**config.mk**
```make
export PLATFORM = sky130hd
export DESIGN_NAME = radio_ctrl_top
export DESIGN_NICKNAME = d
export VERILOG_FILES = /design/src/radio_regs_pkg.sv /design/src/radio_time_pkg.sv /design/src/settings_if.sv /design/src/radio_ctrl_regs.sv /design/src/radio_ctrl_top.sv /design/src/readback_mux.sv /design/src/settings_bus_decode.sv /design/src/timekeeper.sv
export SDC_FILE = /design/constraint.sdc
export NUM_CORES = 1
export LEC_CHECK = 0
export BUFFER_PORTS_ARGS = -buffer_cell sky130_fd_sc_hd__buf_2
export CORE_MARGIN = 2
export CORE_UTILIZATION = 59
export DETAILED_ROUTE_END_ITERATION = 7
export PLACE_DENSITY = 0.86
export SLEW_MARGIN = 0
export SYNTH_ARGS = -nofsm -noshare
export SYNTH_HDL_FRONTEND = slang
export SYNTH_SLANG_ARGS = --single-unit
```
**constraint.sdc**
```tcl
create_clock -name bus_clk -period 9.6 [get_ports bus_clk]
set_clock_uncertainty 0.2 [all_clocks]
set_input_delay 0.96 -clock bus_clk [delete_from_list [all_inputs] [get_ports bus_clk]]
set_output_delay 0.96 -clock bus_clk [all_outputs]
set_load 0.1 [all_outputs]
```
**src/radio_regs_pkg.sv**
```systemverilog
//////////////////////////////////////////////////
// Radio register map
// Setting addresses, readback slots and the
// widths used on the settings bus
//////////////////////////////////////////////////
`default_nettype none

package radio_regs_pkg;

   //////////////////////////////////////////////////
   // Register widths

   typedef logic [7:0]  set_addr_t;   // Setting address
   typedef logic [31:0] set_data_t;   // Setting and Wishbone data
   typedef logic [2:0]  rb_sel_t;     // Readback slot select
   typedef logic [63:0] rb_word_t;    // Full readback word

   //////////////////////////////////////////////////
   // Setting addresses

   // Front end and general
   localparam set_addr_t SR_LOOPBACK   = 8'd6;
   localparam set_addr_t SR_TEST       = 8'd21;
   localparam set_addr_t SR_CODEC_IDLE = 8'd22;
   localparam set_addr_t SR_READBACK   = 8'd32;

   // TX control
   localparam set_addr_t SR_TX_CTRL    = 8'd64;   // Bit 0 is run
   localparam set_addr_t SR_TX_SAMPLE  = 8'd65;

   // Timekeeper block
   localparam set_addr_t SR_TIME_HI    = 8'd128;
   localparam set_addr_t SR_TIME_LO    = 8'd129;
   localparam set_addr_t SR_TIME_CTRL  = 8'd130;

   //////////////////////////////////////////////////
   // Readback slots, 5 to 7 read zero

   localparam rb_sel_t RB_TEST     = 3'd0;
   localparam rb_sel_t RB_TIME     = 3'd1;
   localparam rb_sel_t RB_TIME_PPS = 3'd2;
   localparam rb_sel_t RB_CODEC    = 3'd3;   // {tx, rx front end}
   localparam rb_sel_t RB_STATUS   = 3'd4;   // {run, loopback} in low bits

endpackage

`default_nettype wire

```
**src/radio_time_pkg.sv**
```systemverilog
//////////////////////////////////////////////////
// Radio time and codec definitions
// VITA time and sample word types, time control
// bit positions
//////////////////////////////////////////////////
`default_nettype none

package radio_time_pkg;

   // Free running VITA time, ticks of bus_clk
   typedef logic [63:0] vita_time_t;

   // Packed I/Q word, I in [31:16] and Q in [15:0]
   typedef logic [31:0] codec_word_t;

   //////////////////////////////////////////////////
   // Time control register bits

   localparam int TIME_CTRL_NOW = 0;   // Load pending time now
   localparam int TIME_CTRL_PPS = 1;   // Load at next PPS edge

endpackage

`default_nettype wire

```
**src/settings_if.sv**
```systemverilog
//////////////////////////////////////////////////
// Settings bus
// Decoded writes and read requests between the
// bus slave and the register blocks
//////////////////////////////////////////////////
`default_nettype none

interface settings_if;

   // Write side, one cycle strobe
   logic                      set_stb;
   radio_regs_pkg::set_addr_t set_addr;
   radio_regs_pkg::set_data_t set_data;

   // Read side
   logic                      rd_stb;    // One cycle read pulse
   logic                      rd_hi;     // High half of readback word
   radio_regs_pkg::set_data_t rd_data;

   // Bus slave drives strobes, takes read data
   modport master (output set_stb, set_addr, set_data, rd_stb, rd_hi,
                   input  rd_data);

   // Register blocks decode set_addr themselves
   modport sink (input set_stb, set_addr, set_data);

   // Readback side
   modport reader (input rd_stb, rd_hi, output rd_data);

endinterface

`default_nettype wire

```
**src/radio_ctrl_regs.sv**
```systemverilog
//////////////////////////////////////////////////
// Radio control registers
// Setting registers, codec TX output register and
// digital loopback into the RX front end
//////////////////////////////////////////////////
`default_nettype none

module radio_ctrl_regs (
   input  wire                          bus_clk,
   input  wire                          i_reset,
   settings_if.sink                     set,
   input  wire radio_time_pkg::codec_word_t i_rx,
   output radio_time_pkg::codec_word_t  o_tx,
   output radio_regs_pkg::set_data_t    o_test,
   output radio_regs_pkg::rb_sel_t      o_rb_sel,
   output radio_regs_pkg::rb_word_t     o_codec,
   output radio_regs_pkg::rb_word_t     o_status
);

   logic                        loopback;
   logic                        run_tx;
   radio_time_pkg::codec_word_t tx_idle;
   radio_time_pkg::codec_word_t tx_sample;
   radio_time_pkg::codec_word_t rx_fe;

   //////////////////////////////////////////////////
   // Setting registers

   always_ff @(posedge bus_clk) begin
      if (i_reset) begin
         loopback  <= 1'b0;
         o_test    <= '0;
         tx_idle   <= '0;
         o_rb_sel  <= '0;
         run_tx    <= 1'b0;
         tx_sample <= '0;
      end else if (set.set_stb) begin
         case (set.set_addr)
            radio_regs_pkg::SR_LOOPBACK:   loopback  <= set.set_data[0];
            radio_regs_pkg::SR_TEST:       o_test    <= set.set_data;
            radio_regs_pkg::SR_CODEC_IDLE: tx_idle   <= set.set_data;
            radio_regs_pkg::SR_READBACK:   o_rb_sel  <= set.set_data[2:0];
            radio_regs_pkg::SR_TX_CTRL:    run_tx    <= set.set_data[0];
            radio_regs_pkg::SR_TX_SAMPLE:  tx_sample <= set.set_data;
            default: ;   // Other blocks own the rest of the map
         endcase
      end
   end

   //////////////////////////////////////////////////
   // Codec TX output

   // Idle word goes out whenever TX is not running
   always_ff @(posedge bus_clk) begin
      if (i_reset)
         o_tx <= '0;
      else
         o_tx <= run_tx ? tx_sample : tx_idle;
   end

   // Loopback replaces the codec RX input with TX
   assign rx_fe = loopback ? o_tx : i_rx;

   assign o_codec  = {o_tx, rx_fe};
   assign o_status = {62'd0, run_tx, loopback};

endmodule

`default_nettype wire

```
**src/radio_ctrl_top.sv**
```systemverilog
//////////////////////////////////////////////////
// Radio control plane top level
// Wishbone slave, setting registers, timekeeper
// and readback on a single bus clock
//////////////////////////////////////////////////
`default_nettype none

module radio_ctrl_top (
   input  wire                              bus_clk,
   input  wire                              i_reset,
   // Wishbone classic slave
   input  wire                              i_wb_cyc,
   input  wire                              i_wb_stb,
   input  wire                              i_wb_we,
   input  wire radio_regs_pkg::set_addr_t   i_wb_adr,
   input  wire radio_regs_pkg::set_data_t   i_wb_dat,
   output radio_regs_pkg::set_data_t        o_wb_dat,
   output logic                             o_wb_ack,
   // Codec
   input  wire radio_time_pkg::codec_word_t i_rx,
   output radio_time_pkg::codec_word_t      o_tx,
   // Timing
   input  wire                              i_pps,
   output radio_time_pkg::vita_time_t       o_vita_time
);

   radio_regs_pkg::set_data_t  test_word;
   radio_regs_pkg::rb_sel_t    rb_sel;
   radio_regs_pkg::rb_word_t   codec_word;
   radio_regs_pkg::rb_word_t   status_word;
   radio_time_pkg::vita_time_t vita_time_pps;

   settings_if set_bus ();

   settings_bus_decode u_decode (
      .bus_clk  (bus_clk),
      .i_reset  (i_reset),
      .i_wb_cyc (i_wb_cyc),
      .i_wb_stb (i_wb_stb),
      .i_wb_we  (i_wb_we),
      .i_wb_adr (i_wb_adr),
      .i_wb_dat (i_wb_dat),
      .o_wb_dat (o_wb_dat),
      .o_wb_ack (o_wb_ack),
      .bus      (set_bus.master)
   );

   radio_ctrl_regs u_regs (
      .bus_clk  (bus_clk),
      .i_reset  (i_reset),
      .set      (set_bus.sink),
      .i_rx     (i_rx),
      .o_tx     (o_tx),
      .o_test   (test_word),
      .o_rb_sel (rb_sel),
      .o_codec  (codec_word),
      .o_status (status_word)
   );

   timekeeper u_timekeeper (
      .bus_clk         (bus_clk),
      .i_reset         (i_reset),
      .set             (set_bus.sink),
      .i_pps           (i_pps),
      .o_vita_time     (o_vita_time),
      .o_vita_time_pps (vita_time_pps)
   );

   readback_mux u_readback (
      .bus_clk         (bus_clk),
      .i_reset         (i_reset),
      .rb              (set_bus.reader),
      .i_rb_sel        (rb_sel),
      .i_test          (test_word),
      .i_vita_time     (o_vita_time),
      .i_vita_time_pps (vita_time_pps),
      .i_codec         (codec_word),
      .i_status        (status_word)
   );

endmodule

`default_nettype wire

```
**src/readback_mux.sv**
```systemverilog
//////////////////////////////////////////////////
// Readback multiplexer
// Picks one of eight 64-bit slots and returns the
// requested 32-bit half on a read
//////////////////////////////////////////////////
`default_nettype none

module readback_mux (
   input  wire                             bus_clk,
   input  wire                             i_reset,
   settings_if.reader                      rb,
   input  wire radio_regs_pkg::rb_sel_t    i_rb_sel,
   input  wire radio_regs_pkg::set_data_t  i_test,
   input  wire radio_time_pkg::vita_time_t i_vita_time,
   input  wire radio_time_pkg::vita_time_t i_vita_time_pps,
   input  wire radio_regs_pkg::rb_word_t   i_codec,
   input  wire radio_regs_pkg::rb_word_t   i_status
);

   radio_regs_pkg::rb_word_t slot_word;
   radio_regs_pkg::rb_word_t held_word;   // Word of the last read
   radio_regs_pkg::rb_word_t rd_word;

   always_comb begin
      case (i_rb_sel)
         radio_regs_pkg::RB_TEST:     slot_word = {32'd0, i_test};
         radio_regs_pkg::RB_TIME:     slot_word = i_vita_time;
         radio_regs_pkg::RB_TIME_PPS: slot_word = i_vita_time_pps;
         radio_regs_pkg::RB_CODEC:    slot_word = i_codec;
         radio_regs_pkg::RB_STATUS:   slot_word = i_status;
         default:                     slot_word = '0;
      endcase
   end

   // Each read latches the slot as it stands
   always_ff @(posedge bus_clk) begin
      if (i_reset)
         held_word <= '0;
      else if (rb.rd_stb)
         held_word <= slot_word;
   end

   // Live slot during the read, last read word after it
   assign rd_word    = rb.rd_stb ? slot_word : held_word;
   assign rb.rd_data = rb.rd_hi ? rd_word[63:32] : rd_word[31:0];

endmodule

`default_nettype wire

```
**src/settings_bus_decode.sv**
```systemverilog
//////////////////////////////////////////////////
// Wishbone settings slave
// Turns classic Wishbone cycles into setting
// strobes and readback requests, no wait states
//////////////////////////////////////////////////
`default_nettype none

module settings_bus_decode (
   input  wire                       bus_clk,
   input  wire                       i_reset,
   input  wire                       i_wb_cyc,
   input  wire                       i_wb_stb,
   input  wire                       i_wb_we,
   input  wire radio_regs_pkg::set_addr_t i_wb_adr,
   input  wire radio_regs_pkg::set_data_t i_wb_dat,
   output radio_regs_pkg::set_data_t o_wb_dat,
   output logic                      o_wb_ack,
   settings_if.master                bus
);

   logic accept;

   // New request only while ack is low, master drops stb after ack
   assign accept = i_wb_cyc && i_wb_stb && !o_wb_ack;

   //////////////////////////////////////////////////
   // Strobes and ack

   always_ff @(posedge bus_clk) begin
      if (i_reset) begin
         o_wb_ack   <= 1'b0;
         bus.set_stb <= 1'b0;
         bus.rd_stb  <= 1'b0;
         bus.rd_hi   <= 1'b0;
      end else begin
         o_wb_ack    <= accept;
         bus.set_stb <= accept && i_wb_we;
         bus.rd_stb  <= accept && !i_wb_we;
         if (accept && !i_wb_we)
            bus.rd_hi <= i_wb_adr[0];   // Half select, other bits ignored
      end
   end

   // Write payload, only looked at with set_stb
   always_ff @(posedge bus_clk) begin
      if (accept && i_wb_we) begin
         bus.set_addr <= i_wb_adr;
         bus.set_data <= i_wb_dat;
      end
   end

   // Read data is valid during the ack cycle
   assign o_wb_dat = bus.rd_data;

endmodule

`default_nettype wire

```
**src/timekeeper.sv**
```systemverilog
//////////////////////////////////////////////////
// VITA timekeeper
// 64-bit time counter, set now or at next PPS,
// and time capture at each PPS edge
//////////////////////////////////////////////////
`default_nettype none

module timekeeper (
   input  wire                        bus_clk,
   input  wire                        i_reset,
   settings_if.sink                   set,
   input  wire                        i_pps,
   output radio_time_pkg::vita_time_t o_vita_time,
   output radio_time_pkg::vita_time_t o_vita_time_pps
);

   logic                      pps_s1;
   logic                      pps_s2;
   logic                      pps_d;
   logic                      pps_edge;
   logic                      pps_armed;    // Set-at-PPS pending
   logic                      ctrl_wr;
   radio_regs_pkg::set_data_t pend_hi;
   radio_regs_pkg::set_data_t pend_lo;

   //////////////////////////////////////////////////
   // PPS synchronizer and rising edge detect

   always_ff @(posedge bus_clk) begin
      if (i_reset) begin
         pps_s1 <= 1'b0;
         pps_s2 <= 1'b0;
         pps_d  <= 1'b0;
      end else begin
         pps_s1 <= i_pps;
         pps_s2 <= pps_s1;
         pps_d  <= pps_s2;
      end
   end

   assign pps_edge = pps_s2 && !pps_d;

   // Pending time words
   always_ff @(posedge bus_clk) begin
      if (set.set_stb && set.set_addr == radio_regs_pkg::SR_TIME_HI)
         pend_hi <= set.set_data;
      if (set.set_stb && set.set_addr == radio_regs_pkg::SR_TIME_LO)
         pend_lo <= set.set_data;
   end

   assign ctrl_wr = set.set_stb && (set.set_addr == radio_regs_pkg::SR_TIME_CTRL);

   //////////////////////////////////////////////////
   // Time counter

   always_ff @(posedge bus_clk) begin
      if (i_reset) begin
         o_vita_time     <= '0;
         o_vita_time_pps <= '0;
         pps_armed       <= 1'b0;
      end else begin
         if (ctrl_wr && set.set_data[radio_time_pkg::TIME_CTRL_NOW])
            o_vita_time <= {pend_hi, pend_lo};
         else if (pps_edge && pps_armed)
            o_vita_time <= {pend_hi, pend_lo};
         else
            o_vita_time <= o_vita_time + 64'd1;

         if (pps_edge)
            o_vita_time_pps <= o_vita_time;   // Time before any load

         // A control write replaces the armed state
         if (ctrl_wr)
            pps_armed <= set.set_data[radio_time_pkg::TIME_CTRL_PPS];
         else if (pps_edge)
            pps_armed <= 1'b0;
      end
   end

endmodule

`default_nettype wire
```
==> impl_metrics.yaml <==
timing:
  rsz0062_at_grt: "no"
  fin_crit_ps: 5020
  postLayoutSetupSlackWorst_ps: 4580
  tns_ps: 0
  max_freq_mhz: 199
  final-hold-violation-count: 0
  tightest_slew_ps: 1220
  slew_headroom_pct: 19.0
  setup_viol: 0
  slew_viol_final: 0
  final.period_utilization_pct: 52.3
  worst_hold_slack_ps: 254
power_and_ir_drop:
  swShare_pct: 21.5
  peakVddDrop_v: 0.000129
  cellPowerDensity_nw_per_um2: 181
  leakagePower_nw: 7.03
  p_int_mw: 2.95
  clkPwrFrac_pct: 46.9
  power_frac_comb_pct: 2.4
  p_sw_mw: 0.809
  pwr-share-seq_pct: 50.7
die:
  coreArea_sq_um: 30300
  io_pins: 207
  die_w_um: 179
  die-area_sq_um: 32100
  die_h_um: 179
  row_count: 64
  initial_core_util_pct: 59.6
worst_setup_path:
  cp-start-kind: "register"
  worstSetupEndpoint: "o_wb_dat[12]"
  regToRegEndpoint: "u_timekeeper.o_vita_time[62]"
  cp.arrival_ps: 3860
  crit_fanout: 34
  r2r_cells: 6
  required_ps: 8440
  end_kind: "primary output"
  reg2reg_from: "u_timekeeper.o_vita_time[1]"
  criticalPathCategory: "reg2out"
  crit_start: "u_regs.o_rb_sel[1]"
  r2r_slack_ps: 6060
place:
  numPortBuffers: 206
  hpwlAfterDp_um: 37900
  gp_congestion: 1.02
  dp_slack_ps: 5240
grt:
  grt_pass1_vias: 14651
  grt_usage_pct: 34.5
  grt_max_degree: 148
  antenna_found_initial: 0
  grt_pass1_wl_um: 84300
  overflow: 0
detailed_routing:
  drc: 0
  drtAntennaViolNets: 0
  routed_wl_um: 57000
  vias_per_cell: 6.43
  dr_total_vias: 16147
  wire_per_inst_um: 22.7
  drt_iter0_drc: 2469
  firstDrtPassIters: 6
synth:
  ys_seq_area_share_pct: 54.1
  avgSynthCellArea_sq_um: 9.24
  syn_nets: 2037
  yosys_warnings: 0
  synth-main-ff-cell: "dfxtp_1"
  netlist_instances: 1958
  ys_async_sr_fraction_pct: 0
  synth_cell_type_count: 56
  synth-seq-cells: 437
  synth-edff-count: 104
  syn_area_sq_um: 18100
clocking:
  cts_max_level: 2
  tritoncts: "built"
  cts_root_buf: "clkbuf_16"
  max-clock-path-buffers: 3
  cts_buffers: 45
  cts_hold_buf: 0
  cts_setup_buffers: 0
  clock-sinks: 437
  clk_latency_ps: 560
  ctsResizeCount: 0
  clk_pin_slew_ps: 60
run_status:
  status: "finished clean"
layout:
  final_util_pct: 68.4
  area_growth_pct: 14.8
  nets: 2156
  multi_input_area_sq_um: 7730
  antennaDiodeCount: 0
  num-fill-cells: 2291
  drive_gt1_share_pct: 16.5
  seq_area_sq_um: 9790
min_path:
  min_path_type: "reg2reg"
run:
  maxCapViolCount: 0
-- synthesized netlist by cell type (3+ instances only) --
master	instances	area, sq um
nor3_1	20	100
inv_1	9	33.8
dfxtp_1	333	6670
clkbuf_1	132	495
o21ai_0	49	245
buf_1	17	63.8
a311oi_1	25	219
a32oi_1	3	26.3
and2_1	4	25.0
edfxtp_1	104	3120
nand4b_1	4	35.0
nor4_1	7	43.8
mux2_2	31	349
and3_1	11	68.8
nand3_1	35	175
mux2i_1	101	1010
or4_1	11	82.6
o31ai_1	9	67.6
a21oi_1	225	1130
nor2_1	182	683
a211oi_1	32	240
nand4_1	24	150
nor2b_1	8	50.1
buf_2	4	20.0
or3_1	15	93.8
xor2_1	18	158
nand3b_1	3	22.5
and4_1	9	78.8
xnor2_1	14	123
a22oi_1	94	706
nor3b_1	4	30.0
nand2_1	389	1460
-- per-layer routing --
layer | global-route usage, % | routed length (um) | part of all wire [%]
met3 | 7.80 | 7690 | 13
met5 | 0 | 0 | 0
met1 | 49.8 | 22700 | 40
met2 | 50.4 | 24700 | 43
met4 | 12.8 | 1930 | 3.4
-- through the flow --
stage                     cells  power (mW)  area (sq um)
after CTS                  2510        3.76         20800
after global placement     2426        2.03         19300
after global routing       2510        3.84         20800
final                      2510        3.76         20800
after floorplan            1958        1.99         18100
after detailed placement   2426        2.03         19300
-- logic make-up after synthesis --
| family | count (synthesis) | share of synthesized area [%] |
|---|---|---|
| and+or+nand+nor | 739 | 18.0 |
| AOI/OAI and AO/OA | 452 | 15.3 |
| DFF | 437 | 54.1 |
| buffers and inverters | 165 | 3.49 |
| muxes | 132 | 7.52 |
| xor gates and xnor gates | 32 | 1.55 |
| adders and majority gates | 1 | 0.0692 |
-- critical path: stages (launching register included) --
cell and delay, ps:
dfxtp_2 480, buf_4 520, nor3b_2 780, buf_4 420, a22oi_1 140, a21oi_1 160
a21oi_1 70, mux2i_1 260, buf_2 480
-- final cells by class --
| type | instances | area share, % |
|---|---|---|
| flip-flops and latches | 437 | 47.2 |
| clock buffers | 75 | 6.80 |
| clock inverters | 9 | 0.464 |
| multi-input cells | 1356 | 37.2 |
| well taps | 396 | 2.39 |
| repair buffers | 228 | 5.81 |
| inverters | 9 | 0.163 |
-- placed cells by master, fill, tap and decap left out, drive strengths merged, types with 8 or more instances in the layout --
| cell | netlist | routed |
|---|---|---|
| buf | 22 | 228 |
| a311oi | 25 | 25 |
| xor2 | 18 | 18 |
| mux2 | 31 | 31 |
| inv | 9 | 11 |
| dfxtp | 333 | 333 |
| nor4 | 10 | 10 |
| nor3 | 20 | 20 |
| and3 | 11 | 11 |
| clkbuf | 134 | 75 |
| xnor2 | 14 | 14 |
| or3 | 15 | 15 |
| nand4 | 26 | 26 |
| a21oi | 225 | 225 |
| o31ai | 9 | 9 |
| nand2 | 389 | 389 |
| edfxtp | 104 | 104 |
| a211oi | 32 | 32 |
| and4 | 9 | 9 |
| nand3 | 35 | 35 |
| nor2b | 8 | 8 |
| mux2i | 101 | 101 |
| o21ai | 49 | 49 |
| or4 | 11 | 11 |
| a22oi | 94 | 94 |
| nor2 | 182 | 182 |
-- worst min path at each step --
| stage | startpoint | endpoint | slack [ps] | cells past startpoint |
|---|---|---|---|---|
| final | u_timekeeper.o_vita_time_pps[45] | u_timekeeper.o_vita_time_pps[45] | 250 | 2 |
| after global placement | u_timekeeper.pps_s1 | u_timekeeper.pps_s2 | 230 | 1 |
| after global routing | u_timekeeper.pps_s1 | u_timekeeper.pps_s2 | 260 | 1 |
| after detailed placement | u_timekeeper.o_vita_time_pps[31] | u_timekeeper.o_vita_time_pps[31] | 250 | 2 |
| after CTS | u_timekeeper.o_vita_time_pps[31] | u_timekeeper.o_vita_time_pps[31] | 250 | 2 |
| after floorplan | u_timekeeper.pps_s1 | u_timekeeper.pps_s2 | 210 | 1 |
-- power by group through the flow --
stage | Combinational [mW] | Sequential [mW] | Clock, mW
floorplan | 0.0468 | 1.95 | 0
global placement | 0.0892 | 1.94 | 0
detailed placement | 0.0899 | 1.94 | 0
CTS | 0.0905 | 1.90 | 1.76
global route | 0.0965 | 1.90 | 1.84
finish | 0.0920 | 1.90 | 1.76
-- state kept, by name, summed over array words and instances (netlist names), 3 cells and up --
register,count
u_regs.tx_sample,32
u_regs.tx_idle,32
u_regs.o_tx,32
u_decode.bus.set_data,32
u_readback.held_word,64
u_timekeeper.o_vita_time_pps,64
u_timekeeper.pend_hi,32
u_regs.o_rb_sel,3
u_regs.o_test,32
u_timekeeper.o_vita_time,64
u_decode.bus.set_addr,8
u_timekeeper.pend_lo,32
Note: power is estimated with default switching activity, not from simulation.
